**src/lsu_config.svh**
```systemverilog
// size and depth macros for the load/store unit, included by the package, RTL and testbench
`ifndef LSU_CONFIG_SVH
`define LSU_CONFIG_SVH

//////////////////////////////
// bus widths
//////////////////////////////
`define LSU_DATA_W 32  // data word width
`define LSU_ADDR_W 32  // byte address width
`define LSU_BE_W   4   // one enable per byte lane

//////////////////////////////
// outstanding transactions
//////////////////////////////
`define LSU_DEPTH  2   // max accesses in flight on the bus
`define LSU_CNT_W  2   // counter must hold 0..LSU_DEPTH

`endif

```
**src/lsu_pkg.sv**
```systemverilog
// shared enums and packed structs of the load/store unit, imported by the RTL and testbench
`include "lsu_config.svh"

package lsu_pkg;

  //////////////////////////////
  // encodings
  //////////////////////////////

  // access size, byte takes the top code
  typedef enum logic [1:0] {
    DT_WORD = 2'b00,
    DT_HALF = 2'b01,
    DT_BYTE = 2'b10
  } lsu_dtype_e;

  // how the upper bits of a narrow load are filled
  typedef enum logic [1:0] {
    EXT_ZERO = 2'b00,
    EXT_SIGN = 2'b01,
    EXT_ONES = 2'b10
  } lsu_ext_e;

  //////////////////////////////
  // port bundles
  //////////////////////////////

  // one access as presented by the execute stage
  typedef struct packed {
    logic                   we;        // store when set
    lsu_dtype_e             dtype;
    lsu_ext_e               ext;
    logic [`LSU_DATA_W-1:0] wdata;     // store data, low lanes
    logic [`LSU_ADDR_W-1:0] op_a;      // base
    logic [`LSU_ADDR_W-1:0] op_b;      // offset
    logic                   use_incr;  // address is op_a + op_b
  } lsu_ex_req_t;

  // OBI address phase
  typedef struct packed {
    logic [`LSU_ADDR_W-1:0] addr;
    logic                   we;
    logic [`LSU_BE_W-1:0]   be;
    logic [`LSU_DATA_W-1:0] wdata;  // already rotated onto the enabled lanes
  } lsu_bus_req_t;

  // what the response side needs to align the read data
  typedef struct packed {
    lsu_dtype_e dtype;
    logic [1:0] offset;  // low address bits
    lsu_ext_e   ext;
    logic       we;      // stores return no load data
  } lsu_wb_ctrl_t;

endpackage

```
**src/lsu_req_gen.sv**
```systemverilog
// combinational request side of the load/store unit, builds the OBI address phase from an EX access
`include "lsu_config.svh"

module lsu_req_gen
  import lsu_pkg::*;
(
  input  logic         ex_valid_i,       // execute stage has an access
  input  lsu_ex_req_t  ex_req_i,
  input  logic         cnt_full_i,       // LSU_DEPTH accesses already in flight
  output logic         bus_req_o,
  output lsu_bus_req_t bus_req_fields_o,
  output lsu_wb_ctrl_t wb_ctrl_next_o    // control handed to the response side
);

  logic [`LSU_ADDR_W-1:0] addr;    // effective byte address
  logic [1:0]             offset;  // lane of the first byte
  logic [`LSU_BE_W-1:0]   be;
  logic [`LSU_DATA_W-1:0] wdata;   // rotated store data

  //////////////////////////////
  // address
  //////////////////////////////
  assign addr   = ex_req_i.use_incr ? (ex_req_i.op_a + ex_req_i.op_b) : ex_req_i.op_a;
  assign offset = addr[1:0];

  //////////////////////////////
  // byte enables
  //////////////////////////////
  // addresses arrive naturally aligned, so a halfword only sits at offset 0 or 2
  always_comb begin
    case (ex_req_i.dtype)
      DT_WORD: be = 4'b1111;
      DT_HALF: be = offset[1] ? 4'b1100 : 4'b0011;
      default: begin  // byte
        case (offset)
          2'b00:   be = 4'b0001;
          2'b01:   be = 4'b0010;
          2'b10:   be = 4'b0100;
          default: be = 4'b1000;
        endcase
      end
    endcase
  end

  //////////////////////////////
  // store data lanes
  //////////////////////////////
  // rotate left by whole bytes so byte 0 of the register lands on lane offset
  always_comb begin
    case (offset)
      2'b00:   wdata = ex_req_i.wdata;
      2'b01:   wdata = {ex_req_i.wdata[23:0], ex_req_i.wdata[31:24]};
      2'b10:   wdata = {ex_req_i.wdata[15:0], ex_req_i.wdata[31:16]};
      default: wdata = {ex_req_i.wdata[7:0], ex_req_i.wdata[31:8]};
    endcase
  end

  //////////////////////////////
  // outputs
  //////////////////////////////
  // no new request while the in-flight window is full
  assign bus_req_o = ex_valid_i && !cnt_full_i;

  assign bus_req_fields_o.addr  = addr;
  assign bus_req_fields_o.we    = ex_req_i.we;
  assign bus_req_fields_o.be    = be;
  assign bus_req_fields_o.wdata = wdata;

  assign wb_ctrl_next_o.dtype  = ex_req_i.dtype;
  assign wb_ctrl_next_o.offset = offset;       // picks the read lane later
  assign wb_ctrl_next_o.ext    = ex_req_i.ext;
  assign wb_ctrl_next_o.we     = ex_req_i.we;

endmodule

```
**src/lsu_txn_ctrl.sv**
```systemverilog
// outstanding-transaction counter and EX/WB handshake logic of the load/store unit
`include "lsu_config.svh"

module lsu_txn_ctrl (
  input  logic clk,
  input  logic rst_n,
  input  logic ex_valid_i,     // execute stage has an access
  input  logic bus_req_i,      // request currently driven on the bus
  input  logic bus_gnt_i,
  input  logic bus_rvalid_i,
  output logic cnt_full_o,     // no room for another transaction
  output logic ex_ready_o,
  output logic wb_ready_o,
  output logic busy_o,
  output logic ctrl_update_o   // EX access moves to WB this cycle
);

  logic [`LSU_CNT_W-1:0] cnt_q;     // accesses granted but not yet answered
  logic [`LSU_CNT_W-1:0] cnt_next;
  logic                  count_up;
  logic                  count_down;

  assign count_up   = bus_req_i && bus_gnt_i;  // address phase done
  assign count_down = bus_rvalid_i;            // response phase done

  //////////////////////////////
  // counter
  //////////////////////////////
  always_comb begin
    case ({count_up, count_down})
      2'b10:   cnt_next = cnt_q + 1'b1;
      2'b01:   cnt_next = cnt_q - 1'b1;
      default: cnt_next = cnt_q;  // idle, or one in and one out
    endcase
  end

  always_ff @(posedge clk or negedge rst_n) begin
    if (!rst_n) begin
      cnt_q <= '0;
    end else begin
      cnt_q <= cnt_next;
    end
  end

  assign cnt_full_o = (cnt_q == `LSU_CNT_W'(`LSU_DEPTH));

  //////////////////////////////
  // readiness
  //////////////////////////////
  // WB is free when empty, otherwise it frees up with the awaited response
  assign wb_ready_o = (cnt_q == '0) ? 1'b1 : bus_rvalid_i;

  // EX and WB advance in lock step, so with anything in flight
  // the response has to arrive in the same cycle as the grant
  always_comb begin
    if (!ex_valid_i) begin
      ex_ready_o = 1'b1;                               // nothing to hold
    end else if (cnt_q == '0) begin
      ex_ready_o = count_up;
    end else if (cnt_q == `LSU_CNT_W'(1)) begin
      ex_ready_o = count_up && bus_rvalid_i;
    end else begin
      ex_ready_o = bus_rvalid_i;                       // full, wait on a response
    end
  end

  assign ctrl_update_o = ex_ready_o && ex_valid_i;
  assign busy_o        = (cnt_q != '0) || bus_req_i;  // in flight or about to be

endmodule

```
**src/lsu_load_align.sv**
```systemverilog
// response side of the load/store unit, aligns and extends load data and holds the last result
`include "lsu_config.svh"

module lsu_load_align
  import lsu_pkg::*;
(
  input  logic                   clk,
  input  logic                   rst_n,
  input  logic                   ctrl_update_i,   // new access enters WB
  input  lsu_wb_ctrl_t           wb_ctrl_next_i,
  input  logic                   bus_rvalid_i,
  input  logic [`LSU_DATA_W-1:0] bus_rdata_i,
  output logic [`LSU_DATA_W-1:0] rdata_o
);

  lsu_wb_ctrl_t           wb_ctrl_q;   // control of the access awaiting its response
  logic [`LSU_DATA_W-1:0] rdata_shift; // addressed lane moved down to bit 0
  logic [`LSU_DATA_W-1:0] rdata_ext;   // aligned and filled result
  logic [`LSU_DATA_W-1:0] rdata_q;     // last load result
  logic                   msb;         // top bit of the selected half or byte
  logic                   fill;        // value of the upper bits

  //////////////////////////////
  // writeback control
  //////////////////////////////
  always_ff @(posedge clk or negedge rst_n) begin
    if (!rst_n) begin
      wb_ctrl_q <= '0;
    end else if (ctrl_update_i) begin
      wb_ctrl_q <= wb_ctrl_next_i;  // captured as the access is accepted
    end
  end

  //////////////////////////////
  // lane select and extension
  //////////////////////////////
  // shift right by offset bytes, the wanted byte or half then sits in the low bits
  assign rdata_shift = bus_rdata_i >> {wb_ctrl_q.offset, 3'b000};

  always_comb begin
    case (wb_ctrl_q.dtype)
      DT_HALF: msb = rdata_shift[15];
      default: msb = rdata_shift[7];
    endcase
  end

  always_comb begin
    case (wb_ctrl_q.ext)
      EXT_SIGN: fill = msb;
      EXT_ONES: fill = 1'b1;  // one-filled
      default:  fill = 1'b0;
    endcase
  end

  always_comb begin
    case (wb_ctrl_q.dtype)
      DT_HALF: rdata_ext = {{16{fill}}, rdata_shift[15:0]};
      DT_BYTE: rdata_ext = {{24{fill}}, rdata_shift[7:0]};
      default: rdata_ext = bus_rdata_i;  // word, passed as is
    endcase
  end

  //////////////////////////////
  // result hold
  //////////////////////////////
  // only loads update the held value, a store response leaves it alone
  always_ff @(posedge clk or negedge rst_n) begin
    if (!rst_n) begin
      rdata_q <= '0;
    end else if (bus_rvalid_i && !wb_ctrl_q.we) begin
      rdata_q <= rdata_ext;
    end
  end

  // live data in the response cycle, the held value otherwise
  assign rdata_o = bus_rvalid_i ? rdata_ext : rdata_q;

endmodule

```
**src/lsu_top.sv**
```systemverilog
// top level of the load/store unit, connects the execute port to an OBI data bus
`include "lsu_config.svh"

module lsu_top
  import lsu_pkg::*;
(
  input  logic                   clk,
  input  logic                   rst_n,

  // execute stage
  input  logic                   ex_valid_i,
  input  lsu_ex_req_t            ex_req_i,
  output logic                   ex_ready_o,

  // OBI address phase
  output logic                   bus_req_o,
  output lsu_bus_req_t           bus_req_fields_o,
  input  logic                   bus_gnt_i,

  // OBI response phase
  input  logic                   bus_rvalid_i,
  input  logic [`LSU_DATA_W-1:0] bus_rdata_i,

  // writeback and status
  output logic [`LSU_DATA_W-1:0] rdata_o,
  output logic                   wb_ready_o,
  output logic                   busy_o
);

  logic         trans_valid;   // request as driven on the bus
  logic         cnt_full;
  logic         ctrl_update;
  lsu_wb_ctrl_t wb_ctrl_next;

  assign bus_req_o = trans_valid;

  //////////////////////////////
  // request side
  //////////////////////////////
  lsu_req_gen u_req_gen (
    .ex_valid_i       (ex_valid_i),
    .ex_req_i         (ex_req_i),
    .cnt_full_i       (cnt_full),
    .bus_req_o        (trans_valid),
    .bus_req_fields_o (bus_req_fields_o),
    .wb_ctrl_next_o   (wb_ctrl_next)
  );

  lsu_txn_ctrl u_txn_ctrl (
    .clk           (clk),
    .rst_n         (rst_n),
    .ex_valid_i    (ex_valid_i),
    .bus_req_i     (trans_valid),
    .bus_gnt_i     (bus_gnt_i),
    .bus_rvalid_i  (bus_rvalid_i),
    .cnt_full_o    (cnt_full),
    .ex_ready_o    (ex_ready_o),
    .wb_ready_o    (wb_ready_o),
    .busy_o        (busy_o),
    .ctrl_update_o (ctrl_update)
  );

  //////////////////////////////
  // response side
  //////////////////////////////
  lsu_load_align u_load_align (
    .clk            (clk),
    .rst_n          (rst_n),
    .ctrl_update_i  (ctrl_update),
    .wb_ctrl_next_i (wb_ctrl_next),
    .bus_rvalid_i   (bus_rvalid_i),
    .bus_rdata_i    (bus_rdata_i),
    .rdata_o        (rdata_o)
  );

endmodule

```
**config.mk**
```make
export PLATFORM = sky130hd
export DESIGN_NAME = lsu_top
export DESIGN_NICKNAME = d
export VERILOG_FILES = /design/src/lsu_pkg.sv /design/src/lsu_req_gen.sv /design/src/lsu_txn_ctrl.sv /design/src/lsu_load_align.sv /design/src/lsu_top.sv
export VERILOG_INCLUDE_DIRS = /design/src
export SDC_FILE = /design/constraint.sdc
export NUM_CORES = 1
export LEC_CHECK = 0
export ABC_AREA = 1
export BUFFER_PORTS_ARGS = -buffer_cell sky130_fd_sc_hd__buf_4
export CORE_UTILIZATION = 45
export CTS_CLUSTER_DIAMETER = 80
export CTS_CLUSTER_SIZE = 40
export DETAILED_ROUTE_END_ITERATION = 8
export PLACE_DENSITY = 0.75
export SYNTH_ARGS = -nofsm -noshare
export SYNTH_HDL_FRONTEND = slang
export SYNTH_SLANG_ARGS = --single-unit
```
**constraint.sdc**
```tcl
create_clock -name clk -period 2.63 [get_ports clk]
set_clock_uncertainty 0.15 [all_clocks]
set_input_delay 0.1315 -clock clk [delete_from_list [all_inputs] [get_ports clk]]
set_output_delay 0.1315 -clock clk [all_outputs]
set_load 0.005 [all_outputs]
```
## Word-level counts from Yosys, hierarchy flattened

Index checks and enable logic that the tools add are counted.

| cells by class | value |
|---|---|
| add/sub/neg operators | 3 |
| equal/unequal tests | 11 |
| shift operators | 1 |
| multiplexer cells | 14 |
| reductions and logical operators | 13 |

Operators by type and width:

| cell | number |
|---|---|
| $pmux 32 s3 | 1 |
| $mux 32 | 2 |
| $pmux 32 s2 | 1 |
| $add 32x32->32 | 1 |
| $shr 32x5->16 | 1 |
| $eq 2x1->1 const B | 6 |
| $pmux 4 s3 | 1 |
| $eq 2x2->1 const B | 5 |
| $pmux 4 s2 | 1 |
| $logic_not 2->1 | 3 |
| $logic_and 1x1->1 | 5 |
| $mux 1 | 5 |
| $mux 4 | 1 |
| $pmux 2 s2 | 1 |
| $reduce_bool 2->1 | 2 |
| $add 2x1->2 const B | 1 |
| $logic_not 1->1 | 2 |
| $pmux 1 s2 | 1 |
| $sub 2x1->2 const B | 1 |
| $logic_or 1x1->1 | 1 |

| word-level totals | value |
|---|---|
| bits in registers | 41 |
| input port bits | 139 |
| output and inout port bits | 105 |
| word-level logic and storage cells | 48 |

## Depth between registers and ports, before layout

| logic depth | value |
|---|---|
| depth after elaboration | 9 |
| depth in mapped cells | 14 |
| gate-level depth less buffers | 13 |

## Hierarchy

A second synthesis with hierarchy kept.

| second synthesis, totals | value |
|---|---|
| cells, all modules | 1186 |
| area total of the unflattened synthesis | 6522.5 µm² |

By module, submodules not included:

| module | instances | cells each | area each (µm²) | sequential area each (µm²) |
|---|---|---|---|---|
| lsu_req_gen | 1 | 751 | 3644.7 | 0.0 |
| lsu_load_align | 1 | 410 | 2687.6 | 975.9 |
| lsu_txn_ctrl | 1 | 25 | 190.2 | 50.0 |

## Worst setup path after synthesis

No wires, ideal clock.

| timing path | value |
|---|---|
| path type | in2out |
| start point | input ex_req_i[1] (netlist name) |
| end point | output bus_req_fields_o[30] (netlist name) |
| arrival | 1.731 ns |
| path slack | 0.617 ns |
| cell stages on the path | 10 |
| cells stage by stage | ha_1 -> fa_1 -> nand2_1 -> nand2_1 -> inv_2 -> nand2_1 -> inv_2 -> clkbuf_1 -> a221oi_1 -> o21ai_1 |

RTL lines:

| item | line | source |
|---|---|---|
| start, declared | lsu_top.sv:12 | `input lsu_ex_req_t ex_req_i,` |
| end, declared | lsu_top.sv:17 | `output lsu_bus_req_t bus_req_fields_o,` |

==> metrics.md <==
| Metric | Value |
|---|---|
| Status | `finished clean` |
| Most frequent cells in the layout | `nand2_1, buf_4, inv_1` |
| Post-Syn Instances | `1149` |
| Area Growth Syn to Fin | `35.1%` |
| Dpl hpwl | `17.7 mm` |
| Gpl congestion | `0.987` |
| Die width | `120 um` |
| Number of vias per cell | `5.28` |
| Share of the yosys chip area belonging to registers | `16.3%` |
| Min-Delay Path Depth | `3` |
| Reg-to-reg startpoint | `u_load_align.wb_ctrl_q[5]` |
| CTS tree | `yes` |
| Starting Density | `46.8%` |
| Area of the die | `0.0145 mm^2` |
| Fin crit share | `96.3%` |
| Hold Path End | `u_load_align.wb_ctrl_q[5]` |
| Final TNS setup | `0 ns` |
| CP Launch Type | `input pin` |
| TritonCTS Buffers | `5` |
| Root Driver | `clkbuf_16` |
| Nets | `1557` |
| Most used cell, CP | `nand2_1` |
| Endpoints failing setup | `0` |
| Ports | `244` |
| Synth area leaders | `nand2_1, dfrtp_1, inv_1` |
| Worst Tran Pin Value | `0.536 ns` |
| Cell Pwr Density | `674 mW/mm^2` |
| Worst-Skew Late Latency | `0.28 ns` |
| R2R Setup Slk | `0.59 ns` |
| Worst Setup End Kind | `output pin` |
| Area of the multi-input gates | `0.00448 mm^2` |
| DR iter-0 viols | `777` |
| Routed WL per cell | `14.3 um` |
| Synth unique cells | `37` |
| Vias | `8209` |
| Critical Path Stages | `13` |
| Layout cells sized above 1 | `21.8%` |
| Total track usage | `29.8%` |
| First-pass GRT wire length | `35.1 mm` |
| FF+latch area | `0.00103 mm^2` |
| Largest net degree at the start of global routing | `48` |
| Post-CTS Setup Repair Bufs | `0` |
| Setup CP Type | `in -> out` |
| Synthesized net count | `1329` |
| YS warnings | `0` |
| H-tree levels | `2` |
| Biggest area consumer among synthesized cells | `nand2_1` |
| Peak supply drop | `0.000470 V` |
| Post-Syn Area per Cell | `5.48 um^2` |
| LEAKAGE | `0.00483 uW` |
| DRT antenna net count | `0` |
| Total gr overflow | `0` |
| Clk sinks | `41` |
| N_diodes | `0` |
| Fin crit period | `2.53 ns` |
| Commonest non-fill, non-tap cell in the layout | `nand2_1` |
| Clock-pin slew on the worst setup and hold paths | `0.06 ns` |
| Flops & latches, synth | `41` |
| Max Transition Viols Final | `0` |
| I/O Buffers | `243` |
| Synth top area share | `27.8%` |
| Critical Path RT | `2.35 ns` |
| Vias in the first global route | `7347` |
| # DRC | `0` |
| Largest stage delay, worst path | `0.47 ns` |
| RSZ-0062 raised after global routing | `no` |
| Crit path buffers/inverters | `2` |
| Crit-path max FO | `4` |
| Worst Hold Class | `in -> reg` |
| Fin cells | `1554` |
| Mapped cell area | `0.00629 mm^2` |
| Worst Hold Launch | `ex_req_i[99]` |
| Reg2Reg Depth | `10` |
| Largest delay share family, worst path | `simple AND/OR/NAND/NOR gates` |
| Hold Fails Final Rpt | `0` |
| Reg-to-Reg End | `u_load_align.rdata_q[19]` |
| Row count | `42` |
| Total wire length | `22.2 mm` |
| Fill cell count | `1360` |
| Relative slew slack | `64.1%` |
| CP Cell Sequence | `buf_4 > ha_1 > fa_1 > nand3_1 > nand3_1 > nand2_1 > nand2_1 > nand2_1 > nand2_1 > or2_2 > nand3_1 > nand2_1 > buf_4` |
| DR pass1 iterations | `6` |
| Max_cap viols | `0` |
| Die Ht | `120 um` |
| Post-placement cell count | `1541` |
| CP arrival | `2.25 ns` |
| Core area | `0.0135 mm^2` |
| Clock Tree Buf Depth | `2` |
| Slowest CP cell | `fa_1` |
| Initial antenna violation count | `0` |
| Fmax | `0.395 GHz` |
-- worst max-delay path by stage --
stage / from / end / slack (ns)
after floorplan: ex_req_i[1] / bus_req_fields_o[30] / 0.62
after global placement: ex_req_i[1] / bus_req_fields_o[51] / 0.22
after detailed placement: ex_req_i[1] / bus_req_fields_o[51] / 0.13
after CTS: u_load_align.wb_ctrl_q[3] / rdata_o[17] / 0.05
after global routing: u_load_align.wb_ctrl_q[6] / rdata_o[29] / 0.003
final: ex_req_i[1] / bus_req_fields_o[51] / 0.1
-- cell usage after synthesis --
| cell type | n |
|---|---|
| buf_2 | 14 |
| nand3_2 | 1 |
| o21bai_1 | 5 |
| inv_4 | 1 |
| clkinv_1 | 2 |
| o22ai_1 | 7 |
| o21ai_0 | 88 |
| nor2_1 | 66 |
| xnor2_1 | 15 |
| buf_6 | 2 |
| nor3_1 | 7 |
| nand2_2 | 3 |
| nor2_8 | 1 |
| nand4_1 | 6 |
| nand3b_1 | 7 |
| ha_1 | 40 |
| a21o_1 | 7 |
| inv_2 | 6 |
| or2_2 | 4 |
| a32o_1 | 1 |
| o21ai_2 | 4 |
| o21ai_1 | 5 |
| nor2_2 | 1 |
| nand2_1 | 466 |
| clkbuf_1 | 20 |
| fa_1 | 1 |
| inv_1 | 151 |
| buf_1 | 6 |
| mux2_2 | 1 |
| dfrtp_1 | 41 |
| o2111ai_1 | 15 |
| a21oi_1 | 68 |
| nand3_1 | 62 |
| a31oi_1 | 16 |
| buf_4 | 4 |
| a221oi_1 | 4 |
| nand3_4 | 1 |
-- sequential cells by signal, indices dropped and copies added (netlist names) --
signal,cells
u_load_align.rdata_q,32
u_txn_ctrl.cnt_q,2
u_load_align.wb_ctrl_q,7
-- cell families after synthesis --
| group | share of synthesized area (%) |
|---|---|
| simple gates | 40.2 |
| compound gates | 19.9 |
| buf+inv | 13.1 |
| fa+ha+maj | 8.27 |
| flops | 16.3 |
| xor+xnor | 2.09 |
| mux | 0.179 |
-- repair_timing --
item / 4_1_cts / 5_1_grt
resized for setup: 2 / 7
hold endpoints to repair: 44 / 0
endpoints found under the setup margin: 5 / 23
pin swaps: 0 / 1
gates cloned: 0 / 1
hold buffers: 4 / 0
-- final cells by class --
cell class	instances	area share, %
Sequential cell	41	12.1
Clock inverter	2	0.162
Multi-Input combinational cell	903	52.6
Tap cell	176	2.59
Timing Repair Buffer	266	23.7
Clock buffer	6	1.63
Inverter	160	7.15
-- where the power goes --
part           switching (uW)  internal (uW)  total, uW
Combinational            2320           1690       4010
Sequential                164            923       1090
Clock                     257            378        635
Total                    2740           2990       5730
-- through the flow --
| step | area, um^2 | hold WS [ns] | total power [uW] | util (%) | setup slack [ns] |
|---|---|---|---|---|---|
| global route | 8510 | 0.0238 | 6290 | 63.2 | 0.00273 |
| global placement | 8280 | -0.00499 | 4920 | 61.5 | 0.222 |
| detailed placement | 8280 | -0.00403 | 4960 | 61.5 | 0.135 |
| finish | 8510 | 0.00208 | 5730 | 63.2 | 0.0974 |
| CTS | 8480 | 0.0115 | 5640 | 63.0 | 0.0536 |
| floorplan | 6290 | -0.314 | 3500 | - | 0.617 |
-- layer usage --
layer / wire, um / global-route usage (%) / vias to the layer above
met5: 0 / 0 / -
met4: 455 / 7.79 / 0
met3: 1810 / 4.06 / 35
met2: 10000 / 49.2 / 394
met1: 9910 / 40.8 / 3637
li1: - / - / 4143
-- worst min-delay path, cell delays in order --
cell	delay, ns
buf_4	0.08
inv_1	0.04
o21ai_0	0.14
Power figures use the tool's default switching activity.
